--- config.mk ---
export PLATFORM = sky130hd
export DESIGN_NAME = if_id_latch
export DESIGN_NICKNAME = d
export VERILOG_FILES = /design/src/logic/fetch_pkg.sv /design/src/logic/isa_pkg.sv /design/src/logic/if_id_latch.sv
export SDC_FILE = /design/constraint.sdc
export NUM_CORES = 1
export LEC_CHECK = 0
export ABC_AREA = 1
export BUFFER_PORTS_ARGS = -buffer_cell sky130_fd_sc_hd__buf_2
export CORE_MARGIN = 1
export CORE_UTILIZATION = 50
export CTS_CLUSTER_SIZE = 28
export DETAILED_ROUTE_END_ITERATION = 6
export GPL_ROUTABILITY_DRIVEN = 0
export GPL_TIMING_DRIVEN = 0
export PLACE_DENSITY = 0.87
export SYNTH_ARGS = -nofsm -noshare
export SYNTH_HDL_FRONTEND = slang
export SYNTH_SLANG_ARGS = --single-unit
--- constraint.sdc ---
create_clock -name clk -period 6.1 [get_ports clk]
set_input_delay 1.22 -clock clk [delete_from_list [all_inputs] [get_ports clk]]
set_output_delay 1.22 -clock clk [all_outputs]
set_load 0.005 [all_outputs]
--- src/logic/fetch_pkg.sv ---
package fetch_pkg;

	////////////////////
	// pc source select
	////////////////////

	// width of the select field from the control unit
	localparam int pc_src_width = 2;

	// where the next pc comes from
	// anything other than pc_seq is a redirect and flushes if/id
	typedef enum logic [pc_src_width-1:0] {
		pc_seq    = 2'd0,
		pc_branch = 2'd1,
		pc_jump   = 2'd2,
		pc_reg    = 2'd3
	} pc_src_t;

	////////////////////
	// pc constants
	////////////////////

	// first fetch address after reset
	localparam int unsigned reset_pc = 0;

	// word addressed, so sequential fetch steps by one
	localparam int unsigned pc_step = 1;

endpackage

--- src/logic/isa_pkg.sv ---
package isa_pkg;

	////////////////////
	// fixed encodings
	////////////////////

	// native instruction width of the isa
	// narrower builds keep the low bits
	localparam int isa_width = 32;

	// all zero word, decodes as sll r0,r0,0
	// used as the bubble on a flush
	localparam logic [isa_width-1:0] nop_word = '0;

	// all ones word ends the program
	// fetch only flags it, decode never sees it as an op
	localparam logic [isa_width-1:0] halt_word = '1;

endpackage

--- src/logic/if_id_latch.sv ---
`timescale 1ns/1ps

module if_id_latch #(
	parameter int data_width = 32
) (
	input  logic                  clk,
	input  logic                  reset,
	input  logic                  stall,
	input  fetch_pkg::pc_src_t    pc_src,
	input  logic [data_width-1:0] pc,
	input  logic [data_width-1:0] pc_plus_one,
	input  logic [data_width-1:0] fetch_word,
	output logic [data_width-1:0] id_instr,
	output logic [data_width-1:0] id_pc,
	output logic [data_width-1:0] id_pc_plus_one,
	output logic                  halted
);

	logic flush;
	logic capture;
	logic is_halt;

	// wrong path word gets squashed on any redirect
	assign flush   = (pc_src != fetch_pkg::pc_seq);
	assign capture = !flush && !stall;

	// compare against the native encoding cut to width
	assign is_halt = (fetch_word == data_width'(isa_pkg::halt_word));

	////////////////////
	// if/id register
	////////////////////

	always_ff @(posedge clk or posedge reset) begin
		if (reset) begin
			id_instr       <= '0;
			id_pc          <= '0;
			id_pc_plus_one <= '0;
		end else if (flush) begin
			// bubble, pc fields zeroed too
			id_instr       <= data_width'(isa_pkg::nop_word);
			id_pc          <= '0;
			id_pc_plus_one <= '0;
		end else if (capture) begin
			id_instr       <= fetch_word;
			id_pc          <= pc;
			id_pc_plus_one <= pc_plus_one;
		end
	end

	// sticky halt for the debug unit
	// set only when the halt word is actually latched
	always_ff @(posedge clk or posedge reset) begin
		if (reset) begin
			halted <= 1'b0;
		end else if (capture && is_halt) begin
			halted <= 1'b1;
		end
	end

	a_halt_sticky: assert property (
		@(posedge clk) disable iff (reset)
		!$fell(halted)
	);

endmodule

### Word level (Yosys, flattened, before mapping)

Index checks and enable logic that the tools add are counted.

| cells by class | value |
|---|---|
| mux-type cells | 6 |
| equal/unequal tests | 1 |
| reduce and logical (&&, ||, !) cells | 6 |

Operators with widths:

| cell | count |
|---|---|
| 32-bit two-way mux | 6 |
| 32-bit equality test (second input constant) | 1 |
| 2-bit nonzero test | 2 |
| 1-bit logical AND | 2 |
| 1-bit logical NOT | 2 |

| word-level totals | value |
|---|---|
| register bits | 97 |
| output and inout port bits | 97 |

### Longest topological paths before layout

| depth | value |
|---|---|
| depth after elaboration | 5 |
| depth in mapped cells | 6 |

### Worst setup path before layout

No wires, ideal clock.

| path | value |
|---|---|
| path kind | input to register |
| start | input pc_src[1] |
| end | register id_instr[2] |
| slack | 4.199 ns |
| cell stages on the path | 4 |
| data required time | 5.980 ns |
| library setup time | 0.120 ns |
| buffers on the path | 2 |
| data arrival time | 1.780 ns |
| path through | nor2_1 buf_4 buf_4 a31o_2 |

| between the ends | value |
|---|---|
| longest elaborated chain between the ends | 4 |

RTL lines:

| item | line | RTL |
|---|---|---|
| from (decl) | if_id_latch.sv:9 | `input fetch_pkg::pc_src_t pc_src,` |
| 2-bit nonzero test * | if_id_latch.sv:24 | `assign flush = (pc_src != fetch_pkg::pc_seq);` |
| 1-bit logical NOT | if_id_latch.sv:25 | `assign capture = !flush && !stall;` |
| 1-bit logical AND | if_id_latch.sv:25 |  |
| 2-bit nonzero test (no source line) | n/a |  |
| to (signal assigned) | if_id_latch.sv:41 | `id_instr <= data_width'(isa_pkg::nop_word);` |
| to (signal assigned) | if_id_latch.sv:45 | `id_instr <= fetch_word;` |
| to (decl) | if_id_latch.sv:13 | `output logic [data_width-1:0] id_instr,` |

Every way passes the cells marked *; elsewhere a longest branch is shown, timed or not.
A chain may end at the register's enable or synchronous reset.

### Worst setup path after layout

| path | value |
|---|---|
| start | register id_instr[21] |
| end | output id_instr[21] |

No word-level cell between the ends.

==> impl_metrics.tcl <==
set metrics [dict create \
    status "completed" \
    cts_setup_buffers 0 \
    crit_start "id_instr[21]$_DFFE_PP0P_" \
    num_io_pins 198 \
    avgSynthCellArea_um2 9.03 \
    vias_per_cell 5.33 \
    final_cell_area_um2 5520 \
    track_usage 0.272 \
    grt_overflow 0 \
    ir_drop_uv 141 \
    cts_buffer_depth 2 \
    mappedNetlistArea_um2 4180 \
    clk_pin_slew_ns 0.08 \
    final.period_utilization 0.343 \
    routedWlPerCell_um 15.0 \
    tritoncts "yes" \
    drt-total-wl_mm 11.7 \
    slew_viol_final 0 \
    critPathMaxFanout 2 \
    ys_top_cells_by_area "dfrtp_1 (58%), nand3_1 (23%), nand2_1 (10%)" \
    max_freq_mhz 478 \
    hpwl_mm 8.71 \
    hold_viol 0 \
    root_buffer "clkbuf_8" \
    grt_pass1_wl_mm 18.6 \
    critical_path_class "flip-flop to output pin" \
    nets 772 \
    dp_cells 762 \
    io_buffer_count 196 \
    crit_required_ns 4.88 \
    slew_headroom 0.622 \
    fill_cells 631 \
    multi_input_area_um2 1440 \
    synth_top_area_cell "dfrtp_1" \
    fin_cells 777 \
    finalCriticalPeriod_ns 2.09 \
    hold_start "halted$_DFFE_PP0P_" \
    crit_path_start_kind "flip-flop" \
    synth_cell_types 12 \
    endpoint_kind "output pin" \
    final_cell_mix "buf_2 (211), nand3_1 (190), nand2_1 (115)" \
    clock_skew_ns 0 \
    setup_violations 0 \
    dieArea_um2 8740 \
    powerDensity_nw_per_um2 226 \
    syn2layout_area_growth_pct 32.1 \
    cp_top_family "flip-flops" \
    initial_core_util 0.528 \
    yosysWarnings 0 \
    synth_top_area_share 0.580 \
    layout-drive-gt1-share 0.373 \
    r2r-start "id_instr[2]$_DFFE_PP0P_" \
    antenna_found_initial 0 \
    drcViolationCount 0 \
    final_util 0.697 \
    vias 4145 \
    tightest_slew_ns 0.567 \
    ant_nets 0 \
    cap_violations 0 \
    ctsHoldBuffers 0 \
    placed_area_um2 5320 \
    synth_seq_cells 97 \
    seqCellArea_um2 2430 \
    cts-resized-gates 0 \
    cpPeakStageDelay_ns 0.41 \
    crit_path_top_delay_cell "dfrtp_1" \
    die_h_um 93.5 \
    yosysSeqAreaShare 0.580 \
    numClockSinks 97 \
    worstPathCellList "buf_2" \
    power_leakage_nw 3.38 \
    grt_pass1_vias 3879 \
    syn_nets 564 \
    die_width_um 93.5 \
    hp-class "flip-flop to flip-flop" \
    worstSkewPairLatency_ns 0.33 \
    final_common_cell "buf_2" \
    dr.pass1.iters 5 \
    arrival_ns 0.87 \
    core_area_um2 7930 \
    setup-tns-final_ns 0 \
    worst_slack_ns 4.01 \
    grt_setup_unrepaired "no" \
    pre_cts_ws_ns 3.90 \
    path_buf_inv 1 \
    synthCells 463 \
    cts_buffers 9 \
    rows 32 \
    drt_iter0_drc 214 \
    diodes 0 \
    holdWs_ns 0.478 \
    grt_max_degree 54 \
    htree_levels 3 \
    power_mw 1.25 \
]
==> cell families after synthesis <==
| logic type | count (synthesis) | share of synthesized area |
|---|---|---|
| compound gates | 2 | 0.00329 |
| simple gates | 317 | 0.341 |
| flops | 97 | 0.580 |
| buf+inv | 47 | 0.0751 |
==> path summary, 6_finish.rpt <==
check,to,cells after the start,slack (ns)
max,id_instr[21],1,4.01
min in group asynchronous,id_pc[22]$_DFFE_PP0P_,2,0.93
max reg2reg,id_instr[2]$_DFFE_PP0P_,1,5.42
min reg2reg,halted$_DFFE_PP0P_,2,0.48
max in group asynchronous,id_pc_plus_one[28]$_DFFE_PP0P_,3,4.51
min,halted$_DFFE_PP0P_,2,0.48
==> registers in the layout, indices dropped and copies added (netlist names) <==
signal,cells
id_instr,32
id_pc,32
id_pc_plus_one,32
halted,1
==> routing by layer <==
layer  global-route usage  up-vias  share of wire
met5                    0        -              0
li1                     -     1972              -
met2                0.449      194           0.49
met4               0.0987        0          0.025
met1                0.369     1954           0.42
met3               0.0390       25          0.065
==> cell usage after synthesis, drive strengths merged <==
cell	number
a31o	1
buf	37
clkbuf	5
dfrtp	97
inv	5
nand2	115
nand3	190
nor2	12
o21ai	1
==> where the power goes <==
part / switching [mW] / internal [mW] / total (mW)
sequential: 0.0106 / 0.662 / 0.673
clock: 0.209 / 0.211 / 0.420
combinational: 0.0915 / 0.0656 / 0.157
==> cell type report <==
| class | count | share of cell area |
|---|---|---|
| Inverter | 5 | 0.00430 |
| Clock buffer | 11 | 0.0274 |
| Multi-Input combinational cell | 319 | 0.261 |
| Clock inverter | 4 | 0.00929 |
| Sequential cell | 97 | 0.439 |
| Buffer | 42 | 0.0530 |
| Timing Repair Buffer | 197 | 0.183 |
| Tap cell | 102 | 0.0231 |
Note: power is estimated with default switching activity, not from simulation.
