## config.mk

```make
export PLATFORM = sky130hd
export DESIGN_NAME = pc_unit
export DESIGN_NICKNAME = d
export VERILOG_FILES = /design/src/logic/fetch_pkg.sv /design/src/logic/pc_unit.sv
export SDC_FILE = /design/constraint.sdc
export NUM_CORES = 1
export LEC_CHECK = 0
export ABC_CLOCK_PERIOD_IN_PS = 2700
export BUFFER_PORTS_ARGS = -buffer_cell sky130_fd_sc_hd__buf_4
export CAP_MARGIN = 40
export CELL_PAD_IN_SITES_DETAIL_PLACEMENT = 0
export CELL_PAD_IN_SITES_GLOBAL_PLACEMENT = 1
export CORE_MARGIN = 8
export CORE_UTILIZATION = 32
export CTS_CLUSTER_DIAMETER = 40
export DETAILED_ROUTE_END_ITERATION = 6
export PLACE_DENSITY_LB_ADDON = 0.1
export SYNTH_ARGS = -nofsm -noshare
export SYNTH_HDL_FRONTEND = slang
export SYNTH_SLANG_ARGS = --single-unit
export TNS_END_PERCENT = 30
```

## constraint.sdc

```tcl
create_clock -name clk -period 2.7 [get_ports clk]
set_input_delay 0.27 -clock clk [delete_from_list [all_inputs] [get_ports clk]]
set_output_delay 0.27 -clock clk [all_outputs]
set_load 0.02 [all_outputs]
```

## src/logic/fetch_pkg.sv

```systemverilog
package fetch_pkg;

	////////////////////
	// pc source select
	////////////////////

	// width of the select field from the control unit
	localparam int pc_src_width = 2;

	// where the next pc comes from
	// anything other than pc_seq is a redirect and flushes if/id
	typedef enum logic [pc_src_width-1:0] {
		pc_seq    = 2'd0,
		pc_branch = 2'd1,
		pc_jump   = 2'd2,
		pc_reg    = 2'd3
	} pc_src_t;

	////////////////////
	// pc constants
	////////////////////

	// first fetch address after reset
	localparam int unsigned reset_pc = 0;

	// word addressed, so sequential fetch steps by one
	localparam int unsigned pc_step = 1;

endpackage

```

## src/logic/pc_unit.sv

```systemverilog
`timescale 1ns/1ps

module pc_unit #(
	parameter int data_width = 32
) (
	input  logic                  clk,
	input  logic                  reset,
	input  logic                  stall,
	input  fetch_pkg::pc_src_t    pc_src,
	input  logic [data_width-1:0] branch_addr,
	input  logic [data_width-1:0] jump_addr,
	input  logic [data_width-1:0] reg_addr,
	output logic [data_width-1:0] pc,
	output logic [data_width-1:0] pc_plus_one
);

	logic [data_width-1:0] next_pc;
	logic                  redirect;

	////////////////////
	// incrementer
	////////////////////

	// wraps at the top of the address space
	assign pc_plus_one = pc + data_width'(fetch_pkg::pc_step);

	// any non sequential source
	assign redirect = (pc_src != fetch_pkg::pc_seq);

	////////////////////
	// next pc mux
	////////////////////

	always_comb begin
		// default keeps the sequential path
		next_pc = pc_plus_one;
		unique case (pc_src)
			fetch_pkg::pc_seq: begin
				next_pc = pc_plus_one;
			end
			fetch_pkg::pc_branch: begin
				next_pc = branch_addr;
			end
			fetch_pkg::pc_jump: begin
				next_pc = jump_addr;
			end
			fetch_pkg::pc_reg: begin
				// jr / jalr target from the register file
				next_pc = reg_addr;
			end
		endcase
	end

	////////////////////
	// pc register
	////////////////////

	always_ff @(posedge clk or posedge reset) begin
		if (reset) begin
			pc <= data_width'(fetch_pkg::reset_pc);
		end else if (redirect || !stall) begin
			// redirect wins over stall
			pc <= next_pc;
		end
	end

	// select must be driven once out of reset
	// an x here would silently pick a branch target
	a_pc_src_known: assert property (
		@(posedge clk) disable iff (reset)
		!$isunknown(pc_src)
	);

endmodule

```

Word-level counts from Yosys, hierarchy flattened
Index checks and enable logic that the tools add are counted.
{"block": "totals", "register_bits": 32, "inputBits": 101, "out_inout_bits": 64}
{"block": "op_classes", "n_addsub": 1, "eq_ne": 3, "muxes": 1, "reduce_logical": 4}
{"op": "one-hot mux 32 bit (4 select lines)", "count": 1}
{"op": "adder 32 x 1 -> 32 bit, second input constant", "count": 1}
{"op": "== test 2 bit, second input constant", "count": 2}
{"op": "== test 2 x 1 -> 1 bit, second input constant", "count": 1}
{"op": "zero test 2 bit", "count": 1}
{"op": "nonzero test 2 bit", "count": 1}
{"op": "zero test 1 bit", "count": 1}
{"op": "logical OR 1 bit", "count": 1}

Depth between registers and ports, before layout
Gate-level depths: netlist of the first run.
{"block": "depth", "ltp_word": 2, "ltp_mapped": 7, "ltp_nobuf": 6}

Least setup slack after synthesis of the first run
Ideal clock, no wire load.
{"block": "synth_timing", "path_kind": "register -> output", "start": "register pc[0]", "end": "output port pc_plus_one[18]", "arrival_ns": 2.020, "required_ns": 2.430, "slack_ns": 0.410, "path_stages_with_launch": 7, "path_buffers": 1, "cell_sequence": "dfrtp_1 -> ha_1 -> nand3_1 -> or2_2 -> clkbuf_1 -> nor3_1 -> xor2_1"}
{"block": "synth_between", "elab_chain_len": 1}
{"item": "start, declared", "line_no": "pc_unit.sv:13", "rtl": "output logic [data_width-1:0] pc,"}
{"item": "start signal, assigned", "line_no": "pc_unit.sv:60", "rtl": "pc <= data_width'(fetch_pkg::reset_pc);"}
{"item": "start signal, assigned", "line_no": "pc_unit.sv:63", "rtl": "pc <= next_pc;"}
{"item": "adder 32 x 1 -> 32 bit", "line_no": "pc_unit.sv:25", "rtl": "assign pc_plus_one = pc + data_width'(fetch_pkg::pc_step);"}
{"item": "end, declared", "line_no": "pc_unit.sv:14", "rtl": "output logic [data_width-1:0] pc_plus_one"}
No other way between the ends.

Worst setup path after layout of the first run
{"block": "layout_timing", "start": "register pc[1]", "end": "output port pc_plus_one[14]"}
The elaborated chain is that of the path after synthesis.

==> implementation parameters, run 1 <==
Parameter                              Value

Setup path
  Worst setup path category ... reg2out
  Max FO, Critical Path ... 6
  CP Cell Sequence ... ha_1 > nand3_1 > or2_2 > nor3_1 > xor2_1 > buf_4
  Critical Path Source Type ... register
  Kind of end point of the critical path ... output port
  Register-to-register setup slack ... 530 ps
  Cell with the biggest individual delay on the critical path ... dfrtp_1
  Arrival time of the worst setup path ... between 2000 and 2500 ps
  Largest incremental delay on the critical path ... 420 ps
  Data required time at the worst endpoint ... between 2000 and 2500 ps

Timing
  Highest clock rate ... 400 MHz
  Setup slack after layout ... about 200 ps
  Sum Neg Setup Slack ... 0 ps
  Fin. max-slew vios ... 0
  Rel. slew slack ... 53.1%
  Post-route minimum period ... 2500 ps
  Number of failing setup endpoints in the final timing report ... 0
  RSZ-0062 raised after global routing ... no
  Tcrit/Tclk final ... 92.5%
  Post-route clock skew ... 10.4 ps
  Worst slew pin tran ... about 700 ps
  Endpoints failing hold ... 0

Power and ir drop
  Total power consumption of the routed design ... ~0.0018 W
  Leak pwr ... 1.88 nW
  Power per Cell Area ... 452 mW/mm²
  Worst vdd ir ... 0.000182 V

Finish
  Final net count ... approximately 490
  Number of diodes ... 0
  Largest register FFs ... 32
  Most common cell after layout, fill and taps aside ... buf_4
  Layout Area Growth over Synthesis ... 49.9%
  Layout cell share with drive strength beyond 1 ... 54.5%
  Most frequent cells in the layout ... buf_4, mux4_2, dfrtp_1

Yosys
  Gate Count Post-Synth ... 236
  Cell accounting for the most synthesized area ... dfrtp_1
  Portion of synthesized cell area occupied by the leading cell type ... ~30%
  Sequential area share after synthesis ... 29.4%
  Number of flip-flops and latches in the synthesized netlist ... 32
  Xor-xnor portion of the synthesized cell area ... ~15%
  Main combinational cell family by area after synthesis ... multiplexers
  Mux share of post-synthesis cell area ... 26.8%
  Main area contributors after synthesis ... dfrtp_1, mux4_2, xnor2_1
  Complex-gate fraction of the synthesized area ... 4.13%
  Count of distinct cell types in the synthesized netlist ... 34
  Net count of the mapped netlist ... 338
  Adder and majority cell fraction of the synthesized area ... 0.459%
  Syn avg cell area ... 11.6 µm²
  Number of warnings printed during yosys synthesis ... 0
  Fraction of the mapped netlist area in simple logic gates ... 19.3%
  Total standard cell area after synthesis ... 0.00273 mm²

Clock tree
  Cell at the root of the clock tree ... clkbuf_8
  CTS tree ... yes
  Clock-pin slew of the registers on the worst-case setup and hold paths ... 70 ps
  Longest Clk Path Bufs ... 2
  Clock buffers created by TritonCTS ... 5
  Clock latency on the worst-skew pair ... a little under 300 ps
  Number of sinks driven by the clock tree ... 32
  Htree depth ... 2
  Hold buffers post-CTS ... 0

Flow run
  Number of maximum-capacitance constraint violations ... 0

Global route
  Met2 track utilization from global routing ... 28.4%
  Met1 demand-to-capacity share in global routing ... 18.3%
  Overflow after GRT ... 0
  Global router's overall resource usage ... between 10% and 20%
  Met3 usage in global routing ... 5.53%
  Number of antenna violations at the first check in global routing ... 0
  Vias in the first global route ... 2,765
  Largest net degree at the start of global routing ... 34
  First-pass GRT wire length ... 14.6 mm
  Top Usage Layer GRT ... met2

Routing
  Detailed router's first-iteration violation count ... 48
  Via total after detailed routing ... 2,487
  Post-route DRC ... 0
  Drt via density ... 4.99
  Total Routed Length ... 9.53 mm
  Average routed wire per standard cell ... around 19 µm
  Pre-antenna DRT Iters ... 4
  ANT nets after route ... 0

Floorplanning
  Placeable core area ... between 0.008 and 0.009 mm²
  Floorplan die area ... 0.0117 mm²
  Row cnt ... 33
  Boundary pin count ... 165
  Y dimension of the die ... 108 µm
  Die span in x ... 108 µm
  Starting density of the core ... 33.0%

Run status
  Status ... complete, no violations

Placed design
  Gp weighted congestion ... 0.707
  Worst slack after detailed placement ... 315 ps
  Count of buffers inserted at the top-level ports ... 164
  Placed wire-length estimate after detailed placement ... 7.43 mm

Min path
  Min-Delay Path Class ... in2async
## cell usage after synthesis (all sizes together)
cell type,count
dfrtp,32
mux4,32
xnor2,29
and2,17
xor2,17
a21o,15
nand4,14
nor2,13
nor3,11
clkbuf,10
nand3,10
buf,7
nand2,7
and3,6
inv,4
nand4b,2
or2,2
and4,1
dlymetal6s2s,1
ha,1
mux2,1
nand2b,1
nand3b,1
nor4,1
or3,1
## cell type report
type,instances,area [µm²]
multi-input combinational,182,1790
clock buffer,8,90.1
inverter,4,15.0
timing repair buffer,167,1250
tap,105,131
fill,817,4170
sequential,32,802
## layer usage
metal  share of wire [%]  wire length, µm
met1                  40             3820
met2                  51             4860
met3                 8.3              789
met4                0.58               55
met5                   0                0
## timing repair
action,4_1_cts,5_1_grt
setup endpoints to repair,0,9
resized for setup,0,2
setup buffers,0,0
## stage by stage
stage | instances | cell area (µm²) | hold slack, ps | utilization, %
4_1_cts | 498 | 4080 | 120 | 49.4
3_3_place_gp | 490 | 3990 | 441 | 48.3
5_1_grt | 498 | 4090 | 152 | 49.5
6_report | 498 | 4090 | 98.7 | 49.5
2_1_floorplan | 236 | 2730 | 386 | -
3_5_place_dp | 490 | 3990 | 434 | 48.3
## cell families after synthesis
| kind of cell | after synthesis |
|---|---|
| simple gates | 87 |
| mux | 33 |
| xor+xnor | 46 |
| compound gates | 15 |
| buf+inv | 22 |
| flops | 32 |
| fa+ha+maj | 1 |
## where the power goes
group,switching [W],internal [W],leakage (nW),total (W)
Clock,0.000185,0.000208,0.0455,0.000393
Sequential,0.000105,0.000539,0.375,0.000644
Combinational,0.000382,0.000430,1.46,0.000811
Total,0.000672,0.00118,1.88,0.00185
## final timing paths
path / startpoint / to / depth (start not counted)
worst max-delay path: pc[1] / pc_plus_one[14] / 6
worst min-delay path: reset / pc[26] / 2
worst max register to register: pc[1] / pc[12] / 6
worst min register to register: pc[31] / pc[31] / 2
max in group asynchronous: reset / pc[24] / 3
min in group clk: jump_addr[16] / pc[16] / 2
## worst max-delay path: cells and delay by family, from the launching register on
kind	cells	cell delay, ps
fa+ha+maj	1	260
simple gates	3	840
buf+inv	1	180
flops	1	420
xor+xnor	1	240
No activity file was read; power rests on OpenSTA's default activity.
==> run 2, diff against run 1 <==
--- a/config.mk
+++ b/config.mk
@@ -7,3 +7,3 @@
 export LEC_CHECK = 0
-export ABC_CLOCK_PERIOD_IN_PS = 2700
+export ABC_CLOCK_PERIOD_IN_PS = 2120
 export BUFFER_PORTS_ARGS = -buffer_cell sky130_fd_sc_hd__buf_4
@@ -13,3 +13,3 @@
 export CORE_MARGIN = 8
-export CORE_UTILIZATION = 32
+export CORE_UTILIZATION = 29
 export CTS_CLUSTER_DIAMETER = 40
==> constraint.sdc (replaced) <==
create_clock -name clk -period 2.12 [get_ports clk]
set_input_delay 0.318 -clock clk [delete_from_list [all_inputs] [get_ports clk]]
set_output_delay 0.318 -clock clk [all_outputs]
set_load 0.02 [all_outputs]
==> run 2 against run 1 <==
The flow now finishes with violations (setup timing). Die area grew 8.8%. Largest power group unchanged. Critical endpoint is now pc_plus_one[18]. Count of clock-buffer cells in the layout down 2. Clock power grew 12%.
==> implementation parameters, run 2 (synthesis gave the netlist of run 1 again) <==
Parameter                              Value

Timing
  Fin. max-slew vios ... 0 (unchanged)
  Worst slew pin tran ... 442 ps (-262 ps)
  Setup slack after layout ... -9.55 ps (-212 ps)
  Post-route minimum period ... 2130 ps
  Highest clock rate ... 470 MHz
  RSZ-0062 raised after global routing ... yes
  Rel. slew slack ... 70.5% (+17 points)
  Number of failing setup endpoints in the final timing report ... 2 (+2)
  Post-route clock skew ... 8.21 ps (-2.21 ps)
  Tcrit/Tclk final ... 100%
  Endpoints failing hold ... 0 (unchanged)

Routing
  Drt via density ... 4.87 (-2.4%)
  Average routed wire per standard cell ... 18.3 µm (-4.2%)
  ANT nets after route ... 0 (unchanged)
  Via total after detailed routing ... 2,676 (+7.6%)
  Detailed router's first-iteration violation count ... 103 (+110%)
  Post-route DRC ... 0 (unchanged)
  Pre-antenna DRT Iters ... 4 (unchanged)
  Total Routed Length ... 10.1 mm (+5.6%)

Floorplanning
  Boundary pin count ... 165 (unchanged)
  Row cnt ... 35 (+6.1%)
  Y dimension of the die ... 113 µm (+4.3%)
  Placeable core area ... 0.00920 mm² (+11%)
  Floorplan die area ... 0.0128 mm² (+8.8%)
  Starting density of the core ... 29.6% (-3.4 points)
  Die span in x ... 113 µm (+4.3%)

Finish
  Most frequent cells in the layout ... buf_4, mux4_2, dfrtp_1
  Final core occ ... 50.6% (+1.1 points)
  Number of diodes ... 0 (unchanged)
  Layout cell share with drive strength beyond 1 ... 66.2% (+12 points)
  Non-filler cells, final ... 549 (+10%)
  Largest register FFs ... 32 (unchanged)
  Layout Area Growth over Synthesis ... 70.7%
  Most common cell after layout, fill and taps aside ... buf_4
  Final net count ... 541 (+9.5%)

Setup path
  CP Cell Sequence ... ha_4 > nand3_2 > or2_4 > nor3_4 > xor2_2 > buf_6
  Crit Reg-Reg Startpoint ... pc[0]
  Cell with the biggest individual delay on the critical path ... dfrtp_2
  Crit path capture ... pc_plus_one[18]
  Max FO, Critical Path ... 6 (unchanged)
  Critical Path Source Type ... register
  Worst flop-to-flop path endpoint ... pc[11]
  Data required time at the worst endpoint ... 1800 ps (-630 ps)
  Critical path launch point ... pc[1]
  Kind of end point of the critical path ... output port
  Register-to-register setup slack ... 150 ps (-380 ps)
  Largest incremental delay on the critical path ... 400 ps (-20 ps)
  Cells on worst reg2reg path ... 6 (unchanged)
  Worst setup path category ... reg2out
  Arrival time of the worst setup path ... 1810 ps (-420 ps)

Clock tree
  Clock-pin slew of the registers on the worst-case setup and hold paths ... 70 ps (about the same)
  Cell at the root of the clock tree ... clkbuf_8
  Clock buffers created by TritonCTS ... 5 (unchanged)
  Longest Clk Path Bufs ... 2 (unchanged)
  Number of sinks driven by the clock tree ... 32 (unchanged)
  Htree depth ... 2 (unchanged)
  Clock latency on the worst-skew pair ... 290 ps (about the same)
  CTS tree ... yes

Global route
  First-pass GRT wire length ... 16.1 mm (+10%)
  Overflow after GRT ... 0 (unchanged)
  Vias in the first global route ... 3,161 (+14%)
  Number of antenna violations at the first check in global routing ... 0 (unchanged)
  Largest net degree at the start of global routing ... 33 (-2.9%)
  Global router's overall resource usage ... 15.8% (-0.17 points)

Power and ir drop
  Worst vdd ir ... 0.000209 V (+14%)
  Leak pwr ... 2.21 nW (+18%)
  Total power consumption of the routed design ... 0.00246 W (+33%)
  Power per Cell Area ... 529 mW/mm² (+17%)

Placed design
  Placed Cells incl. Taps ... 523 (+6.7%)
  Gp weighted congestion ... 0.789 (+12%)
  Count of buffers inserted at the top-level ports ... 164 (unchanged)
  Placed wire-length estimate after detailed placement ... 7.91 mm (+6.4%)

Run status
  Status ... finished with violations
  Violations in the final reports ... setup timing

Flow run
  Number of maximum-capacitance constraint violations ... 0 (unchanged)

Min path
  Min-Delay Path Class ... in2async
## run 2: per-stage QoR
| stage | TNS [ps] | cell area, µm² | worst slack (ps) | hold slack, ps |
|---|---|---|---|---|
| after floorplan | -334 | 2760 | -56.0 | 434 |
| after global placement | 0 | 4230 | 97.3 | 449 |
| after detailed placement | 0 | 4240 | 71.1 | 454 |
| after CTS | -104 | 4510 | -35.0 | 152 |
| after global routing | -2030 | 4650 | -161 | 177 |
| final | -13.7 | 4650 | -9.55 | 120 |
## run 2: worst min path at each step
| stage | startpoint | endpoint | cells after the start |
|---|---|---|---|
| floorplan | reset | pc[10] | 1 |
| global placement | reset | pc[29] | 3 |
| detailed placement | reset | pc[29] | 3 |
| CTS | reset | pc[29] | 3 |
| global route | reset | pc[29] | 3 |
| finish | reset | pc[29] | 3 |
## run 2: timing repair
action                     in CTS  in global routing
setup endpoints to repair      21                 21
pin swaps                      18                 11
gates cloned                    0                  1
gates resized for setup        22                 18
setup buffers                  13                  6
hold buffers                    0                  0
hold endpoints to repair        0                  0
## run 2: metal layers
| layer | global-route usage, % | part of all wire [%] | vias up |
|---|---|---|---|
| li1 | - | - | 1272 |
| met1 | 18.4 | 41 | 1304 |
| met2 | 27.4 | 50 | 93 |
| met3 | 5.38 | 7.5 | 7 |
| met4 | 4.00 | 1.3 | 0 |
| met5 | 0 | 0 | - |
## run 2: final cells by class
class,instances,area (µm²)
sequential,32,803
inverter,4,15.0
clock buffer,6,72.6
tap,111,139
fill,860,4540
timing repair buffer,214,1640
multi-input combinational,182,1990
## run 2: power breakdown
group	switching [W]	total [W]	internal (W)
Combinational	0.000576	0.00124	0.000664
Sequential	0.0000928	0.000780	0.000688
Clock	0.000222	0.000440	0.000219
Total	0.000891	0.00246	0.00157
## run 2: worst max-delay path: cells and delay by family (launching register included)
family                   cells  cell delay [ps]
AND/OR/NAND/NOR              3              630
flip-flops                   1              400
XOR/XNOR                     1              200
buffers and inverters        1              150
adder cells (fa/ha/maj)      1              140
